**src/sub_mult_defs.svh**
```systemverilog
`ifndef SUB_MULT_DEFS_SVH
`define SUB_MULT_DEFS_SVH

// Data and grid samples share one fixed-point format
`define SM_DATA_W      16
`define SM_DATA_FRAC   12

// Scale sample format
`define SM_SCALE_W     16
`define SM_SCALE_FRAC  12

// Result format after the rescale
`define SM_RSLT_W      16
`define SM_RSLT_FRAC   12

`endif

```
**src/sub_mult_pkg.sv**
```systemverilog
`default_nettype none

`include "sub_mult_defs.svh"

package sub_mult_pkg;

  // Scalar sample types, all two's complement
  typedef logic signed [`SM_DATA_W-1:0]             data_t;
  typedef logic signed [`SM_SCALE_W-1:0]            scale_t;
  typedef logic signed [`SM_RSLT_W-1:0]             rslt_t;
  typedef logic signed [`SM_DATA_W+`SM_SCALE_W-1:0] prod_t;

  // First product bit that lands in the result LSB
  localparam int RSLT_LSB = `SM_DATA_FRAC + `SM_SCALE_FRAC - `SM_RSLT_FRAC;

  typedef struct packed {
    data_t value;
    logic  last;
  } sample_beat_t;

  typedef struct packed {
    scale_t value;
    logic   last;
  } scale_beat_t;

  // One joined beat of all three streams
  typedef struct packed {
    data_t  data;
    data_t  grid;
    scale_t scale;
    logic   last;
  } operand_set_t;

  typedef struct packed {
    rslt_t value;
    logic  last;
  } rslt_beat_t;

  typedef enum logic [1:0] {
    SKID_EMPTY,
    SKID_ONE,
    SKID_TWO
  } skid_state_e;

endpackage

`default_nettype wire

```
**src/frame_aligner.sv**
```systemverilog
`timescale 1ns/1ps
`default_nettype none

module frame_aligner (
  input  sub_mult_pkg::sample_beat_t data_beat,
  input  logic                       data_valid,
  output logic                       data_ready,
  input  sub_mult_pkg::sample_beat_t grid_beat,
  input  logic                       grid_valid,
  output logic                       grid_ready,
  input  sub_mult_pkg::scale_beat_t  scale_beat,
  input  logic                       scale_valid,
  output logic                       scale_ready,
  output sub_mult_pkg::operand_set_t ops,
  output logic                       ops_valid,
  input  logic                       ops_ready
);

  logic all_valid;
  logic fire;
  logic frame_end;
  logic data_hold;
  logic grid_hold;
  logic scale_hold;

  // Join of the three streams
  assign all_valid = data_valid & grid_valid & scale_valid;
  assign fire      = all_valid & ops_ready;

  // Frame closes only when every stream sits on its last beat
  assign frame_end = data_beat.last & grid_beat.last & scale_beat.last;

  // A stream that reached its last beat early keeps it for reuse
  assign data_hold  = data_beat.last & ~frame_end;
  assign grid_hold  = grid_beat.last & ~frame_end;
  assign scale_hold = scale_beat.last & ~frame_end;

  assign data_ready  = fire & ~data_hold;
  assign grid_ready  = fire & ~grid_hold;
  assign scale_ready = fire & ~scale_hold;

  assign ops_valid = all_valid;
  assign ops.data  = data_beat.value;
  assign ops.grid  = grid_beat.value;
  assign ops.scale = scale_beat.value;
  assign ops.last  = frame_end;

endmodule

`default_nettype wire

```
**src/stream_skid_reg.sv**
```systemverilog
`timescale 1ns/1ps
`default_nettype none

module stream_skid_reg #(
  parameter type beat_t = logic
) (
  input  logic  clk,
  input  logic  rst_n,
  input  beat_t s_beat,
  input  logic  s_valid,
  output logic  s_ready,
  output beat_t m_beat,
  output logic  m_valid,
  input  logic  m_ready
);
  import sub_mult_pkg::*;

  skid_state_e state;
  skid_state_e state_next;
  beat_t       skid_beat;
  logic        push;
  logic        pop;
  logic        load_main;
  logic        load_skid;
  logic        main_from_skid;

  assign push = s_valid & s_ready;
  assign pop  = m_valid & m_ready;

  // Occupancy FSM, m_beat is always the oldest entry
  always_comb begin
    state_next     = state;
    load_main      = 1'b0;
    load_skid      = 1'b0;
    main_from_skid = 1'b0;
    case (state)
      SKID_EMPTY: begin
        if (push) begin
          load_main  = 1'b1;
          state_next = SKID_ONE;
        end
      end
      SKID_ONE: begin
        if (push && pop) begin
          load_main = 1'b1;
        end else if (push) begin
          // Output stalled, park the new beat
          load_skid  = 1'b1;
          state_next = SKID_TWO;
        end else if (pop) begin
          state_next = SKID_EMPTY;
        end
      end
      SKID_TWO: begin
        if (pop) begin
          main_from_skid = 1'b1;
          state_next     = SKID_ONE;
        end
      end
      default: state_next = SKID_EMPTY;
    endcase
  end

  // Handshake flags are flopped from the next state
  always_ff @(posedge clk or negedge rst_n) begin
    if (!rst_n) begin
      state   <= SKID_EMPTY;
      s_ready <= 1'b1;
      m_valid <= 1'b0;
    end else begin
      state   <= state_next;
      s_ready <= (state_next != SKID_TWO);
      m_valid <= (state_next != SKID_EMPTY);
    end
  end

  always_ff @(posedge clk) begin
    if (load_main) begin
      m_beat <= s_beat;
    end else if (main_from_skid) begin
      m_beat <= skid_beat;
    end
    if (load_skid) begin
      skid_beat <= s_beat;
    end
  end

endmodule

`default_nettype wire

```
**src/sub_mult_datapath.sv**
```systemverilog
`timescale 1ns/1ps
`default_nettype none

`include "sub_mult_defs.svh"

module sub_mult_datapath (
  input  logic                       clk,
  input  logic                       rst_n,
  input  sub_mult_pkg::operand_set_t ops,
  input  logic                       ops_valid,
  output logic                       ops_ready,
  output sub_mult_pkg::rslt_beat_t   rslt,
  output logic                       rslt_valid,
  input  logic                       rslt_ready
);
  import sub_mult_pkg::*;

  prod_t diff;
  prod_t prod;
  logic  load;

  // Full-width arithmetic, the difference may need one extra bit
  assign diff = prod_t'(ops.data) - prod_t'(ops.grid);
  assign prod = diff * prod_t'(ops.scale);

  // Stage frees up in the same cycle its result leaves
  assign ops_ready = ~rslt_valid | rslt_ready;
  assign load      = ops_valid & ops_ready;

  always_ff @(posedge clk or negedge rst_n) begin
    if (!rst_n) begin
      rslt_valid <= 1'b0;
    end else if (load) begin
      rslt_valid <= 1'b1;
    end else if (rslt_ready) begin
      rslt_valid <= 1'b0;
    end
  end

  // Rescale by dropping the low product bits, upper bits truncated
  always_ff @(posedge clk) begin
    if (load) begin
      rslt.value <= prod[RSLT_LSB +: `SM_RSLT_W];
      rslt.last  <= ops.last;
    end
  end

endmodule

`default_nettype wire

```
**src/sub_mult_top.sv**
```systemverilog
`timescale 1ns/1ps
`default_nettype none

module sub_mult_top (
  input  logic                       clk,
  input  logic                       rst_n,
  input  sub_mult_pkg::sample_beat_t s_data,
  input  logic                       s_data_valid,
  output logic                       s_data_ready,
  input  sub_mult_pkg::sample_beat_t s_grid,
  input  logic                       s_grid_valid,
  output logic                       s_grid_ready,
  input  sub_mult_pkg::scale_beat_t  s_scale,
  input  logic                       s_scale_valid,
  output logic                       s_scale_ready,
  output sub_mult_pkg::rslt_beat_t   m_rslt,
  output logic                       m_rslt_valid,
  input  logic                       m_rslt_ready
);
  import sub_mult_pkg::*;

  sample_beat_t data_beat;
  logic         data_valid;
  logic         data_ready;
  sample_beat_t grid_beat;
  logic         grid_valid;
  logic         grid_ready;
  scale_beat_t  scale_beat;
  logic         scale_valid;
  logic         scale_ready;
  operand_set_t ops;
  logic         ops_valid;
  logic         ops_ready;
  rslt_beat_t   rslt;
  logic         rslt_valid;
  logic         rslt_ready;

  // Input skid stage
  stream_skid_reg #(.beat_t(sample_beat_t)) i_data_skid (
    .clk(clk), .rst_n(rst_n),
    .s_beat(s_data), .s_valid(s_data_valid), .s_ready(s_data_ready),
    .m_beat(data_beat), .m_valid(data_valid), .m_ready(data_ready)
  );

  stream_skid_reg #(.beat_t(sample_beat_t)) i_grid_skid (
    .clk(clk), .rst_n(rst_n),
    .s_beat(s_grid), .s_valid(s_grid_valid), .s_ready(s_grid_ready),
    .m_beat(grid_beat), .m_valid(grid_valid), .m_ready(grid_ready)
  );

  stream_skid_reg #(.beat_t(scale_beat_t)) i_scale_skid (
    .clk(clk), .rst_n(rst_n),
    .s_beat(s_scale), .s_valid(s_scale_valid), .s_ready(s_scale_ready),
    .m_beat(scale_beat), .m_valid(scale_valid), .m_ready(scale_ready)
  );

  // Join and last-beat hold
  frame_aligner i_frame_aligner (
    .data_beat(data_beat), .data_valid(data_valid), .data_ready(data_ready),
    .grid_beat(grid_beat), .grid_valid(grid_valid), .grid_ready(grid_ready),
    .scale_beat(scale_beat), .scale_valid(scale_valid), .scale_ready(scale_ready),
    .ops(ops), .ops_valid(ops_valid), .ops_ready(ops_ready)
  );

  sub_mult_datapath i_datapath (
    .clk(clk), .rst_n(rst_n),
    .ops(ops), .ops_valid(ops_valid), .ops_ready(ops_ready),
    .rslt(rslt), .rslt_valid(rslt_valid), .rslt_ready(rslt_ready)
  );

  // Output skid stage
  stream_skid_reg #(.beat_t(rslt_beat_t)) i_rslt_skid (
    .clk(clk), .rst_n(rst_n),
    .s_beat(rslt), .s_valid(rslt_valid), .s_ready(rslt_ready),
    .m_beat(m_rslt), .m_valid(m_rslt_valid), .m_ready(m_rslt_ready)
  );

endmodule

`default_nettype wire

```
**config.mk**
```make
export PLATFORM = sky130hd
export DESIGN_NAME = sub_mult_top
export DESIGN_NICKNAME = d
export VERILOG_FILES = /design/src/sub_mult_pkg.sv /design/src/frame_aligner.sv /design/src/stream_skid_reg.sv /design/src/sub_mult_datapath.sv /design/src/sub_mult_top.sv
export VERILOG_INCLUDE_DIRS = /design/src
export SDC_FILE = /design/constraint.sdc
export NUM_CORES = 1
export LEC_CHECK = 0
export BUFFER_PORTS_ARGS = -buffer_cell sky130_fd_sc_hd__buf_2
export CORE_AREA = 2 2 202 204
export CTS_BUF_LIST = sky130_fd_sc_hd__clkbuf_2 sky130_fd_sc_hd__clkbuf_4 sky130_fd_sc_hd__clkbuf_8
export DETAILED_ROUTE_END_ITERATION = 10
export DIE_AREA = 0 0 204 206
export SETUP_SLACK_MARGIN = 0.3
export SYNTH_ARGS = -nofsm -noshare
export SYNTH_HDL_FRONTEND = slang
export SYNTH_SLANG_ARGS = --single-unit
```
**constraint.sdc**
```tcl
create_clock -name clk -period 17.2 [get_ports clk]
set_input_delay 1.72 -clock clk [delete_from_list [all_inputs] [get_ports clk]]
set_output_delay 1.72 -clock clk [all_outputs]
set_load 0.02 [all_outputs]
```
==> flow_summary.toml, run 1 <==
[outcome]
status = "finished clean"

[worst_setup_path]
worstPathRequired_ps = 17460
cp_slowest_stage_delay_ps = 680
timing.critical_path.max_delay_family = "adder cells"
timing.critical_path.slowest_stage_cell = "sky130_fd_sc_hd__xor2_2"
critical_path_buf_inv_count = 4
setup.worst_path.start_class = "flop"
crit_type = "reg -> reg"
crit_path_max_fanout = 16
timing.critical_path.to_type = "flop"
arrival_ps = 8310
cp_common_cell = "sky130_fd_sc_hd__fa_1"

[clock_tree]
root_buffer = "sky130_fd_sc_hd__clkbuf_8"
cts.clk_slew.worst_paths_ps = 100
ctsResizeCount = 0
max-clock-path-buffers = 2
cts_hold_buffers = 0
h-tree-depth = 4
tritoncts.num_buffers = 17
cts_setup_buffers = 0
cts_tree = "done"
clk_latency_ps = 510
num_clock_sinks = 170

[synthesis]
synth_cells = 1407
synth-async-reset-ratio_pct = 10.0
synth_seq_cells = 170
count_of_flip_flops_with_a_built_in_enable_after_synthesis = 153
synth_ff_type = "sky130_fd_sc_hd__edfxtp_1"
sequential_share_of_the_synthesized_area_pct = 31.8
total_nets_after_synthesis = 1788
synth_cell_types = 60
mappedNetlistArea_mm2 = 0.0158
avgSynthCellArea_um2 = 11.2
yosys_warnings = 0

[timing]
worstMarginPinSlew_ps = 987
final.setup_skew_ps = 23.1
timing.final.setup_violations = 0
pins_over_slew_limit = 0
fin_crit_ps = 8050
clock.fmax_mhz = 124
timing.final.crit_share_pct = 46.8
max-slew-margin-rel_pct = 34.2
finalHoldViolations = 0
rsz0062_at_grt = "false"
final.setup.tns_ps = 0

[die]
floorplan.initialDensity_pct = 39.3
die_height_um = 206
io_pins = 78
die_width_um = 204
fp.dieArea_mm2 = 0.0420
floorplan.core_area_mm2 = 0.0402
fp-row-count = 74

[grt]
grt.total_usage_pct = 16.8
grt_max_degree = 19
first_pass_grt_wire_length_mm = 54.4
overflow = 0
grt_pass1_vias = 10600
grt_antenna_before_repair = 0

[route]
drt-wirelength-per-cell_um = 15.9
detailroute.via_count = 9562
drcViolationCount = 0
avgViaCountPerCell = 4.72
drt-initial-drc-count = 440
detailedRoute.firstPassIterationCount = 4
drt_wl_total_mm = 32.1
drt.antenna.violating_nets = 0

[placed_design]
hpwlAfterDp_mm = 25.4
postPlaceCellArea_mm2 = 0.0169
numPortBuffers = 77
globalplace.congestion = 0.837

[final_layout]
post_route_cells_drive_above_1_share_pct = 15.3
antenna_cells_inserted = 0
area.growth.synth_to_final_pct = 9.49
postLayoutCellArea_mm2 = 0.0173
final_nets = 1861

[job]
drv.max_cap_violation_count = 0

[worst_hold_path]
worstHoldPathType = "reg -> reg"
[synth_stat cells (3+ instances only)]
library cell	instances	share of area, %
sky130_fd_sc_hd__a21oi_1	22	0.70
sky130_fd_sc_hd__nor2b_1	23	0.91
sky130_fd_sc_hd__a21o_1	6	0.29
sky130_fd_sc_hd__nor3_1	5	0.16
sky130_fd_sc_hd__inv_1	319	7.6
sky130_fd_sc_hd__nand2_1	150	3.6
sky130_fd_sc_hd__xor2_1	11	0.61
sky130_fd_sc_hd__ha_1	91	7.2
sky130_fd_sc_hd__o21ai_0	12	0.38
sky130_fd_sc_hd__o21ai_1	3	0.095
sky130_fd_sc_hd__dfrtp_1	13	2.1
sky130_fd_sc_hd__nand2b_1	21	0.83
sky130_fd_sc_hd__xnor2_1	33	1.8
sky130_fd_sc_hd__clkbuf_1	38	0.90
sky130_fd_sc_hd__o21a_1	4	0.19
sky130_fd_sc_hd__nor2_1	27	0.64
sky130_fd_sc_hd__and2_1	101	4.0
sky130_fd_sc_hd__a31oi_1	5	0.20
sky130_fd_sc_hd__mux2_2	68	4.8
sky130_fd_sc_hd__edfxtp_1	153	29
sky130_fd_sc_hd__nand3_1	9	0.29
sky130_fd_sc_hd__fa_1	233	30
sky130_fd_sc_hd__mux2i_1	3	0.19
sky130_fd_sc_hd__and2b_1	5	0.24
sky130_fd_sc_hd__or2_2	9	0.36
sky130_fd_sc_hd__dfstp_2	4	0.67
[path summary, 6_finish.rpt]
kind / from / slack [ps] / cells past startpoint / end
worst max-delay path: i_grid_skid.m_beat[1] / 9150 / 28 / i_datapath.rslt[16]
worst min-delay path: i_datapath.rslt[8] / 450 / 0 / i_rslt_skid.skid_beat[8]
worst max register to register: i_grid_skid.m_beat[1] / 9150 / 28 / i_datapath.rslt[16]
worst min register to register: i_datapath.rslt[8] / 450 / 0 / i_rslt_skid.skid_beat[8]
max in group asynchronous: rst_n / 15770 / 1 / i_scale_skid.s_ready
min in group asynchronous: rst_n / 1110 / 1 / i_rslt_skid.state[1]
[cells in the final DEF, fill, tap and decap left out, drive strengths merged, types with 6 or more instances in the layout]
| cell type | synthesis | layout |
|---|---|---|
| dfrtp | 13 | 13 |
| mux2 | 68 | 68 |
| nor2b | 23 | 23 |
| or2 | 10 | 10 |
| edfxtp | 153 | 153 |
| xor2 | 11 | 11 |
| a21oi | 24 | 24 |
| fa | 233 | 233 |
| nor3 | 6 | 6 |
| clkbuf | 38 | 17 |
| and2 | 101 | 101 |
| nand2b | 22 | 22 |
| a21o | 6 | 6 |
| xnor2 | 33 | 33 |
| nand2 | 150 | 150 |
| nor2 | 27 | 27 |
| o21ai | 15 | 15 |
| inv | 320 | 325 |
| buf | 1 | 93 |
| ha | 91 | 91 |
| nand3 | 9 | 9 |
| clkinv | 0 | 8 |
[per-stage QoR]
step	instances	util (%)	setup WS [ps]	hold WS, ps
finish	2025	43.0	9150	450
detailed placement	1993	42.0	9090	432
global placement	1993	42.0	9260	432
global route	2025	43.0	8680	466
floorplan	1407	-	9590	420
CTS	2025	43.0	9090	450
[registers in the layout, indices dropped and copies added (netlist names), 17 cells and up]
register                count
i_data_skid.m_beat         17
i_data_skid.skid_beat      17
i_datapath.rslt            17
i_grid_skid.m_beat         17
i_grid_skid.skid_beat      17
i_rslt_skid.m_beat         17
i_rslt_skid.skid_beat      17
i_scale_skid.m_beat        17
i_scale_skid.skid_beat     17
[worst reg2reg max path, delay by kind of cell, from the launching register on]
| kind | cells | cell delay [ps] |
|---|---|---|
| adder cells (fa/ha/maj) | 9 | 3680 |
| AO/OA/AOI/OAI | 9 | 2040 |
| XOR/XNOR | 2 | 830 |
| AND/OR/NAND/NOR | 4 | 650 |
| flip-flops | 1 | 380 |
| buffers and inverters | 4 | 240 |
[layout make-up]
cell class	instances	area, um^2
clock buffers	17	234
repair buffers	93	505
multi-input cells	878	9470
well taps	532	666
flip-flops and latches	170	5020
fillers	3834	22900
clock inverters	15	184
inverters	320	1200
[layer usage]
| layer | vias up | track usage, % | share of wire [%] |
|---|---|---|---|
| li1 | 4489 | - | - |
| met4 | 0 | 3.99 | 1.1 |
| met5 | - | 0 | 0 |
| met3 | 26 | 3.19 | 3.8 |
| met2 | 165 | 29.2 | 50 |
| met1 | 4882 | 21.8 | 45 |
[cell families (layout without fill, tap and decap cells)]
family                   after synthesis  after routing  synth area share (%)
multiplexers                          71             71                  5.04
AO/OA/AOI/OAI                         75             75                  3.31
XOR/XNOR                              46             46                  2.73
AND/OR/NAND/NOR                      362            362                  11.8
adder cells (fa/ha/maj)              324            324                  36.8
buffers and inverters                359            445                  8.53
flip-flops                           170            170                  31.8
Power of run 1 is not shown: default switching activity piles up to over one toggle a cycle in this logic, so the estimate is an artifact.
==> run 2, diff against run 1 <==
==> constraint.sdc (replaced) <==
create_clock -name clk -period 7.2 [get_ports clk]
set_input_delay 0.72 -clock clk [delete_from_list [all_inputs] [get_ports clk]]
set_output_delay 0.72 -clock clk [all_outputs]
set_load 0.02 [all_outputs]
==> run 2 against run 1 <==
Against the previous run:
- the flow now finishes with violations (setup timing)
- worst setup slack worse by 9400 ps
- routed wire length is 2.7% higher
- register-to-register slack lost 9400 ps
- fmax is 8.1% higher
- non-clock buffer count grew 87
- utilization grew 2.3 points
- die area is the same
- sequential share of layout area down 1.5 points
- largest cell class unchanged
- critical endpoint unchanged
- critical path depth is 3 higher
- highest routed layer is now met5
==> flow_summary.toml, run 2 (same netlist as run 1, synthesis figures left out) <==
[worst_setup_path]
crit_type = "reg -> reg"
cp_slowest_stage_delay_ps = 510
crit_path_max_fanout = 10
crit_start = "i_data_skid.m_beat[1]"
worst_r2r_startpoint = "i_data_skid.m_beat[1]"
arrival_ps = 7710
setup.worst_path.start_class = "flop"
timing.critical_path.slowest_stage_cell = "sky130_fd_sc_hd__fa_1"
ff2ff_path_depth = 31
worstPathRequired_ps = 7460
cp_common_cell = "sky130_fd_sc_hd__fa_1"
timing.critical_path.to_type = "flop"

[route]
drt-initial-drc-count = 416
detailedRoute.firstPassIterationCount = 6
drt.antenna.violating_nets = 0
detailroute.via_count = 9953
drt_wl_total_mm = 33.0
drt-wirelength-per-cell_um = 15.6
avgViaCountPerCell = 4.71
drcViolationCount = 0

[final_layout]
seqCellArea_mm2 = 0.00502
final_nets = 1948
area.growth.synth_to_final_pct = 15.4
layout_common_cells = "sky130_fd_sc_hd__inv_1 (309), sky130_fd_sc_hd__fa_1 (226), sky130_fd_sc_hd__edfxtp_1 (153), sky130_fd_sc_hd__nand2_1 (148), sky130_fd_sc_hd__and2_1 (98)"
fin_util_pct = 45.3
layout.cells.most_common = "sky130_fd_sc_hd__inv_1"
postLayoutCellArea_mm2 = 0.0182
multiInputGateArea_mm2 = 0.00974
post_route_cells_drive_above_1_share_pct = 23.3
antenna_cells_inserted = 0
num-fill-cells = 3763

[placed_design]
detailedPlace.worstSlack_ps = -463
postPlaceCellArea_mm2 = 0.0175
numPortBuffers = 77
hpwlAfterDp_mm = 26.7
globalplace.congestion = 0.846

[timing]
timing.final.setup_violations = 7
rsz0062_at_grt = "true"
clock.fmax_mhz = 134
worstMarginPinSlew_ps = 865
holdWs_ps = 120
timing.final.crit_share_pct = 103
finalHoldViolations = 0
pins_over_slew_limit = 0
max-slew-margin-rel_pct = 42.2
final.setup_skew_ps = 17.1
postLayoutSetupSlackWorst_ps = -251
fin_crit_ps = 7450

[die]
fp-row-count = 74
die_width_um = 204
floorplan.initialDensity_pct = 39.3
io_pins = 78
floorplan.core_area_mm2 = 0.0402
fp.dieArea_mm2 = 0.0420
die_height_um = 206

[job]
drv.max_cap_violation_count = 0

[worst_hold_path]
worstHoldPathType = "in -> async"

[grt]
overflow = 0
grt.total_usage_pct = 17.2
grt_max_degree = 19
grt_antenna_before_repair = 1
first_pass_grt_wire_length_mm = 56.0
grt_pass1_vias = 11000

[clock_tree]
tritoncts.num_buffers = 17
root_buffer = "sky130_fd_sc_hd__clkbuf_8"
clk_latency_ps = 500
cts.clk_slew.worst_paths_ps = 100
h-tree-depth = 4
cts_tree = "done"
max-clock-path-buffers = 2
num_clock_sinks = 170

[outcome]
failed_checks = "setup timing"
status = "finished, violations left"
==> run 2: changes by cell type in the layout (fill, tap and decap cells not counted), sizes merged <==
| cell | before | now |
|---|---|---|
| buf | 93 | 180 |
| clkinv | 8 | 6 |
| inv | 325 | 328 |
| clkinvlp | 1 | 0 |
==> run 2: critical path, delay by kind of cell, from the launching register on <==
kind,cells,cell delay (ps)
flip-flops,1,360
XOR/XNOR,2,280
buffers and inverters,9,870
AO/OA/AOI/OAI,6,1090
AND/OR/NAND/NOR,5,820
adder cells (fa/ha/maj),9,3810
==> run 2: stage by stage <==
step / cells / setup TNS, ps
2_1_floorplan: 1407 / 0
3_3_place_gp: 2069 / -1400
3_5_place_dp: 2069 / -2450
4_1_cts: 2108 / -937
5_1_grt: 2112 / -3800
6_report: 2112 / -977
==> run 2: final timing paths <==
| check | endpoint | slack [ps] |
|---|---|---|
| worst max-delay path | i_datapath.rslt[16] | -250 |
| worst min-delay path | i_scale_skid.state[1] | 120 |
| worst max register to register | i_datapath.rslt[16] | -250 |
| worst min register to register | i_rslt_skid.skid_beat[14] | 460 |
| max in group asynchronous | i_rslt_skid.s_ready | 6770 |
| min in group clk | i_data_skid.skid_beat[14] | 400 |
==> run 2: area by class of cell <==
class                      instances  share of cell area [%]
sequential                       170                    27.6
inverter                         320                    6.59
timing repair buffer             180                    6.59
clock inverter                    15                   0.858
clock buffer                      17                    1.28
multi-input combinational        878                    53.4
tap                              532                    3.65
==> run 2: timing repair <==
| item | 4_1_cts | 5_1_grt |
|---|---|---|
| gates resized for setup | 26 | 33 |
| buffers inserted | 7 | 4 |
| hold buffers | 0 | 0 |
| setup endpoints to repair | 13 | 16 |
| pin swaps | 34 | 27 |
==> run 2: metal layers <==
layer,share of wire (%),up-vias,global-route usage [%]
met5,0.039,-,0
met4,1.9,2,5.02
met3,3.6,36,2.89
met2,51,182,30.6
met1,43,5056,21.4
li1,-,4677,-
Power of run 2 is left out for the same reason.
